<file path="config.mk">
export PLATFORM = sky130hd
export DESIGN_NAME = lbus_realign_fsm
export DESIGN_NICKNAME = d
export VERILOG_FILES = /design/src/hw/lbus_pkg.sv /design/src/hw/lbus_realign_fsm.sv
export SDC_FILE = /design/constraint.sdc
export NUM_CORES = 2
export LEC_CHECK = 0
export BUFFER_PORTS_ARGS = -buffer_cell sky130_fd_sc_hd__buf_2
export CORE_AREA = 2 2 636 638
export DETAILED_ROUTE_END_ITERATION = 10
export DIE_AREA = 0 0 638 640
export PLACE_DENSITY = 0.35
export SYNTH_ARGS = -nofsm -noshare
export SYNTH_HDL_FRONTEND = slang
export SYNTH_SLANG_ARGS = --single-unit
</file>
<file path="constraint.sdc">
create_clock -name CLK -period 5.9 [get_ports CLK]
set_input_delay 0.59 -clock CLK [delete_from_list [all_inputs] [get_ports CLK]]
set_output_delay 0.59 -clock CLK [all_outputs]
set_load 0.05 [all_outputs]
</file>
<file path="src/hw/lbus_pkg.sv">
// shared LBUS types; segment widths are fixed for the 4x128 bit 100G bus and not meant to change
package lbus_pkg;

  localparam int seg_count  = 4;
  localparam int seg_data_w = 128;
  localparam int mty_w      = 4;

  typedef logic [1:0] lane_t;

  // one 128 bit segment with its sideband
  typedef struct packed {
    logic             en;
    logic             sop;
    logic             eop;
    logic             err;
    logic [mty_w-1:0] mty;
    logic [seg_data_w-1:0] data;
  } lbus_seg_t;

  // lane 0 is the earliest segment in time
  typedef lbus_seg_t [seg_count-1:0] lbus_beat_t;

  typedef enum logic [2:0] {
    idle,
    in_burst,
    first_part,    // head of a packet waits in prev_beat
    end_no_burst,
    end_in_burst   // tail emitted, next packet already started in same beat
  } realign_state_t;

endpackage

</file>
<file path="src/hw/lbus_realign_fsm.sv">
// mid-packet beats are assumed full; at most one sop and one eop per beat, a packet never spans a gap
`timescale 1ns/1ns

module lbus_realign_fsm import lbus_pkg::*; (
  input  logic       CLK,
  input  logic       user_rst,
  input  logic       beat_avail,
  input  lbus_beat_t prev_beat,
  input  lbus_beat_t curr_beat,
  output logic       advance,
  output lbus_beat_t rx_out
);

  realign_state_t state;
  realign_state_t state_next;
  lane_t          offset;       // lane where the open packet's sop arrived
  lane_t          offset_next;
  lane_t          shift_lane;
  lane_t          sop_lane;
  lane_t          eop_lane;
  logic           curr_has_sop;
  logic           curr_has_eop;
  logic           single_beat;
  logic           next_sop;
  logic           eop_fits;
  logic           emit;
  lbus_beat_t     lo_beat;
  lbus_beat_t     out_next;

  logic [seg_count-1:0] out_en;
  logic [seg_count-1:0] out_sop;
  logic [seg_count-1:0] out_eop;
  logic                 out_closed;

  // lanes off..3 of lo followed by lanes 0..off-1 of hi
  function automatic lbus_beat_t shift_beat(lbus_beat_t lo, lbus_beat_t hi, lane_t off);
    lbus_beat_t res;
    for (int i = 0; i < seg_count; i++) begin
      if (i + off < seg_count) begin
        res[i] = lo[i + off];
      end else begin
        res[i] = hi[i + off - seg_count];
      end
    end
    return res;
  endfunction

  // keep contiguous enabled lanes up to and including the first eop
  function automatic lbus_beat_t trim_beat(lbus_beat_t b);
    lbus_beat_t res;
    logic       open;
    res  = '0;
    open = 1'b1;
    for (int i = 0; i < seg_count; i++) begin
      if (!b[i].en) begin
        open = 1'b0;
      end
      if (open) begin
        res[i] = b[i];
      end
      if (b[i].eop) begin
        open = 1'b0;
      end
    end
    return res;
  endfunction

  always_comb begin
    curr_has_sop = 1'b0;
    curr_has_eop = 1'b0;
    sop_lane     = '0;
    eop_lane     = '0;
    for (int i = 0; i < seg_count; i++) begin
      if (curr_beat[i].en && curr_beat[i].sop) begin
        curr_has_sop = 1'b1;
        sop_lane     = lane_t'(i);
      end
      if (curr_beat[i].en && curr_beat[i].eop) begin
        curr_has_eop = 1'b1;
        eop_lane     = lane_t'(i);
      end
    end
  end

  assign single_beat = curr_has_eop && (eop_lane >= sop_lane);
  assign next_sop    = curr_has_sop && curr_has_eop && (sop_lane > eop_lane);
  assign eop_fits    = (offset == '0) || (eop_lane < offset);  // tail fits the shifted beat

  always_comb begin
    state_next  = state;
    offset_next = offset;
    advance     = 1'b0;
    emit        = 1'b0;
    lo_beat     = curr_beat;
    shift_lane  = offset;
    case (state)
      idle: begin
        shift_lane = sop_lane;
        if (beat_avail) begin
          advance = 1'b1;  // stray segments without sop are dropped
          if (curr_has_sop) begin
            if (single_beat) begin
              emit = 1'b1;
            end else if (sop_lane == '0) begin
              emit        = 1'b1;
              offset_next = '0;
              state_next  = in_burst;
            end else begin
              offset_next = sop_lane;  // wait for the next beat to fill the output
              state_next  = first_part;
            end
          end
        end
      end
      first_part, in_burst: begin
        if (offset != '0) begin
          lo_beat = prev_beat;
        end
        if (beat_avail) begin
          emit = 1'b1;
          if (!curr_has_eop) begin
            advance    = 1'b1;
            state_next = in_burst;
          end else if (eop_fits) begin
            advance     = 1'b1;
            offset_next = next_sop ? sop_lane : '0;
            state_next  = next_sop ? first_part : idle;
          end else begin
            // tail sits past the offset, emit it next cycle from curr_beat
            state_next = next_sop ? end_in_burst : end_no_burst;
          end
        end
      end
      end_no_burst, end_in_burst: begin
        emit        = 1'b1;
        advance     = 1'b1;
        offset_next = (state == end_in_burst) ? sop_lane : '0;
        state_next  = (state == end_in_burst) ? first_part : idle;
      end
      default: state_next = idle;
    endcase
  end

  assign out_next = emit ? trim_beat(shift_beat(lo_beat, curr_beat, shift_lane)) : '0;

  always_ff @(posedge CLK) begin
    if (user_rst) begin
      state  <= idle;
      offset <= '0;
    end else begin
      state  <= state_next;
      offset <= offset_next;
    end
  end

  always_ff @(posedge CLK) begin
    rx_out <= out_next;
    if (user_rst) begin
      for (int i = 0; i < seg_count; i++) begin
        rx_out[i].en <= 1'b0;
      end
    end
  end

  always_comb begin
    for (int i = 0; i < seg_count; i++) begin
      out_en[i]  = rx_out[i].en;
      out_sop[i] = rx_out[i].sop;
      out_eop[i] = rx_out[i].eop;
    end
  end

  // set once the last non-idle output beat carried an eop
  always_ff @(posedge CLK) begin
    if (user_rst) begin
      out_closed <= 1'b1;
    end else if (|out_en) begin
      out_closed <= |out_eop;
    end
  end

  a_head_in_lane0: assert property (@(posedge CLK) disable iff (user_rst)
    ((|out_en) && out_closed) |-> (rx_out[0].en && rx_out[0].sop))
    else $error("lbus_realign_fsm: packet head not in lane 0");

  a_sop_only_lane0: assert property (@(posedge CLK) disable iff (user_rst)
    !(|out_sop[seg_count-1:1]))
    else $error("lbus_realign_fsm: sop outside lane 0");

endmodule

</file>
==> summary.txt <==
CTS
  – CTS tree: yes
  – H-tree depth: 3
  – Root Buffer: clkbuf_16
  – CTS resizes: 0
  – Clk Latency, worst-skew pair: 0.83 ns
  – CTS max path bufs: 4
  – Reg clk slew, reported paths: 0.06 ns
  – Num CTS Buffers: 94
  – Post-CTS Setup Repair Bufs: 0
  – Clock sinks: 549
  – Cts hold-fix bufs: 156

Run
  – MaxCap Viol Count: 0

Power and ir drop
  – PD cells: 354 nW/um^2
  – Register share of total power: 19.2%
  – Sw Share: 45.7%
  – Leakage power: 30.3 nW
  – Tot Pwr: 21.1 mW
  – Clock power share: 29.0%
  – Int Power: 11.5 mW
  – Switching power: 9.63 mW
  – Peak supply drop: 0.214 mV
  – Combinational share of power: 51.7%

Drt
  – Routed WL: 373 mm
  – Routed Antenna Nets: 0
  – Total number of vias: 45100
  – 1st-pass router iterations: 6
  – DR DRC count: 0
  – Routed length per instance: 31.7 um
  – DRT iter0 DRCs: 3405
  – Vias per cell: 3.84

Worst setup path
  – Nature of the critical path endpoint: flop
  – CP Class: reg2reg
  – CP arrival: 6.08 ns
  – Startpoint Class: flop
  – WP data required: 6.66 ns
  – CP max FO: 88

Placement
  – Post-DP HPWL: 316 mm
  – GPL Wtd Cong: 0.975
  – IO Port Bufs: 1635

Hold path
  – Worst min-delay path class: in2reg

Synth
  – Syn avg cell area: 8.48 um^2
  – Sequential fraction of the synthesis area: 27.2%
  – Synth Register Bits: 549
  – Mapped Area: 40400 um^2
  – Synth Net Count: 5865
  – Asr flop ratio synth: 0%
  – Post-Syn Instances: 4767
  – Synthesis warning total: 0
  – Number of distinct library cells after synthesis: 61
  – Ys flop type: dfxtp_1
  – Post-synth EDFFs: 0

Global route
  – First-pass GRT wire length: 467 mm
  – Total GRT Usage: 17.4%
  – Antenna violations before repair: 192
  – Grt ovf: 0
  – Vias in the first global route: 43900
  – Pin count of the biggest net entering global routing: 133

Floorplanning
  – CORE AREA: 401000 um^2
  – Die area: 408000 um^2
  – Rows: 233
  – Initial core utilization: 10.1%
  – IO Pins: 1636
  – Width of the chip: 638 um
  – Die H: 640 um

Timing
  – Fmax: 188 MHz
  – Final min period: 5.32 ns
  – Final Max Slew Viols: 0
  – Worst Skew: 0.0498 ns
  – Finish-stage setup viols: 0
  – RSZ-0062 raised after global routing: false
  – Rel. slew slack: 22.9%
  – Setup tns final: 0 ns
  – Worst-Margin Slew: 1.16 ns
  – Period utilization: 90.3%
  – Final Hold Vio Count: 0

Cells and area
  – # nets final: 7401
  – Share of cells above drive strength 1: 33.3%
  – Synthesis-to-finish area growth: 47.4%

Run status
  – Status: completed
per-layer routing:
| layer | routed length [um] | global-route usage, % |
|---|---|---|
| met4 | 10600 | 4.65 |
| met1 | 138000 | 19.1 |
| met2 | 171000 | 28.2 |
| met5 | 552 | 0 |
| met3 | 52500 | 10.4 |
Yosys cell counts, drive strengths merged, types with 3 or more instances:
library cell,number,share of area [%]
a211oi,8,0.18
or2,83,1.3
inv,13,0.12
clkbuf,258,2.4
a311oi,135,2.9
a2111oi,84,2.2
and3,9,0.14
dfxtp,549,27
nand2b,8,0.12
nand3,131,1.6
a21o,3,0.056
nor4,3,0.046
buf,192,2.3
nand2,1088,10
nor2,289,2.7
nor2b,6,0.093
mux2i,1419,35
and2,6,0.093
mux2,3,0.084
ha,7,0.22
o21ai,19,0.24
mux4,109,6.1
o211ai,13,0.24
a21boi,3,0.056
nand4,3,0.046
a21oi,237,2.9
nor3,59,0.74
o311ai,3,0.065
cell families (layout without fill, tap and decap cells):
group | after synthesis | after routing | synth area share [%]
compound gates | 524 | 524 | 9.27
xor+xnor | 2 | 2 | 0.0619
fa+ha+maj | 8 | 8 | 0.241
buf+inv | 464 | 2067 | 4.88
flops | 549 | 549 | 27.2
mux | 1531 | 1531 | 41.3
other cells | 0 | 102 | 0
simple gates | 1689 | 1689 | 17.1
critical path: stages (launching register included):
cell and delay, ns:
dfxtp_1 0.47, nor3_2 0.56, nor2_1 0.28, nor2_4 0.35, buf_12 0.44, ha_4 0.43
nor2b_1 0.12, inv_1 0.08, a211oi_1 0.06, nor4_1 0.47, nand3_4 0.36, buf_12 0.29
buf_12 0.21, a311oi_1 0.31, dlygate4sd3_1 0.59
worst paths after layout:
| kind | start | endpoint | slack [ns] | depth (start not counted) |
|---|---|---|---|---|
| setup reg to reg | state[1] | rx_out[334] | 0.58 | 14 |
| hold / removal | curr_beat[201] | rx_out[337] | 0.09 | 3 |
| hold reg to reg | offset[1] | offset[1] | 0.65 | 2 |
| setup / recovery | state[1] | rx_out[334] | 0.58 | 14 |
sequential cells by signal (all words and copies together) (netlist names):
signal,count
rx_out,544
state,3
offset,2
cells in the final DEF (no fill, tap or decap), types with 18 or more instances in the layout:
cell           count
buf_2           1635
dfxtp_1          549
dlygate4sd3_1    156
nor2_1           287
nand2_1         1085
mux2i_1         1418
mux4_2           109
a2111oi_2         20
buf_12            27
clkbuf_16         94
clkbuf_8          21
buf_4             72
nand3_1          130
or2_2             83
a311oi_1         135
a2111oi_0         50
nor3_1            58
a21oi_1          237
diode_2          102
o21ai_0           18
per-stage QoR:
step | hold slack, ns | utilization, % | cells | setup WS [ns] | cell area, um^2
4_1_cts | 0.000368 | 14.8 | 11700 | 0.656 | 59300
3_3_place_gp | 0.659 | 13.6 | 11300 | 1.00 | 54500
6_report | 0.0889 | 14.8 | 11800 | 0.575 | 59600
2_1_floorplan | 0.500 | - | 4767 | 1.14 | 40400
3_5_place_dp | 0.631 | 13.6 | 11300 | 0.934 | 54500
5_1_grt | 0.0359 | 14.8 | 11700 | 0.255 | 59500
power groups by stage:
stage                     Combinational (mW)  Sequential, mW  Clock, mW
after CTS                               11.0            4.07       6.42
final                                   10.9            4.06       6.13
after global routing                    11.7            4.08       6.50
after detailed placement                10.9            4.15          0
after global placement                  11.0            4.15          0
after floorplan                         6.48            4.83          0
layout make-up:
class,count,area (um^2)
Multi-Input combinational cell,3754,27600
Antenna cell,102,255
Timing Repair Buffer,1890,10800
Tap cell,5287,6620
Sequential cell,549,11000
Clock inverter,40,581
Clock buffer,123,2670
Inverter,14,76.3
Fill cell,46100,342000
Power figures use the tool's default switching activity.
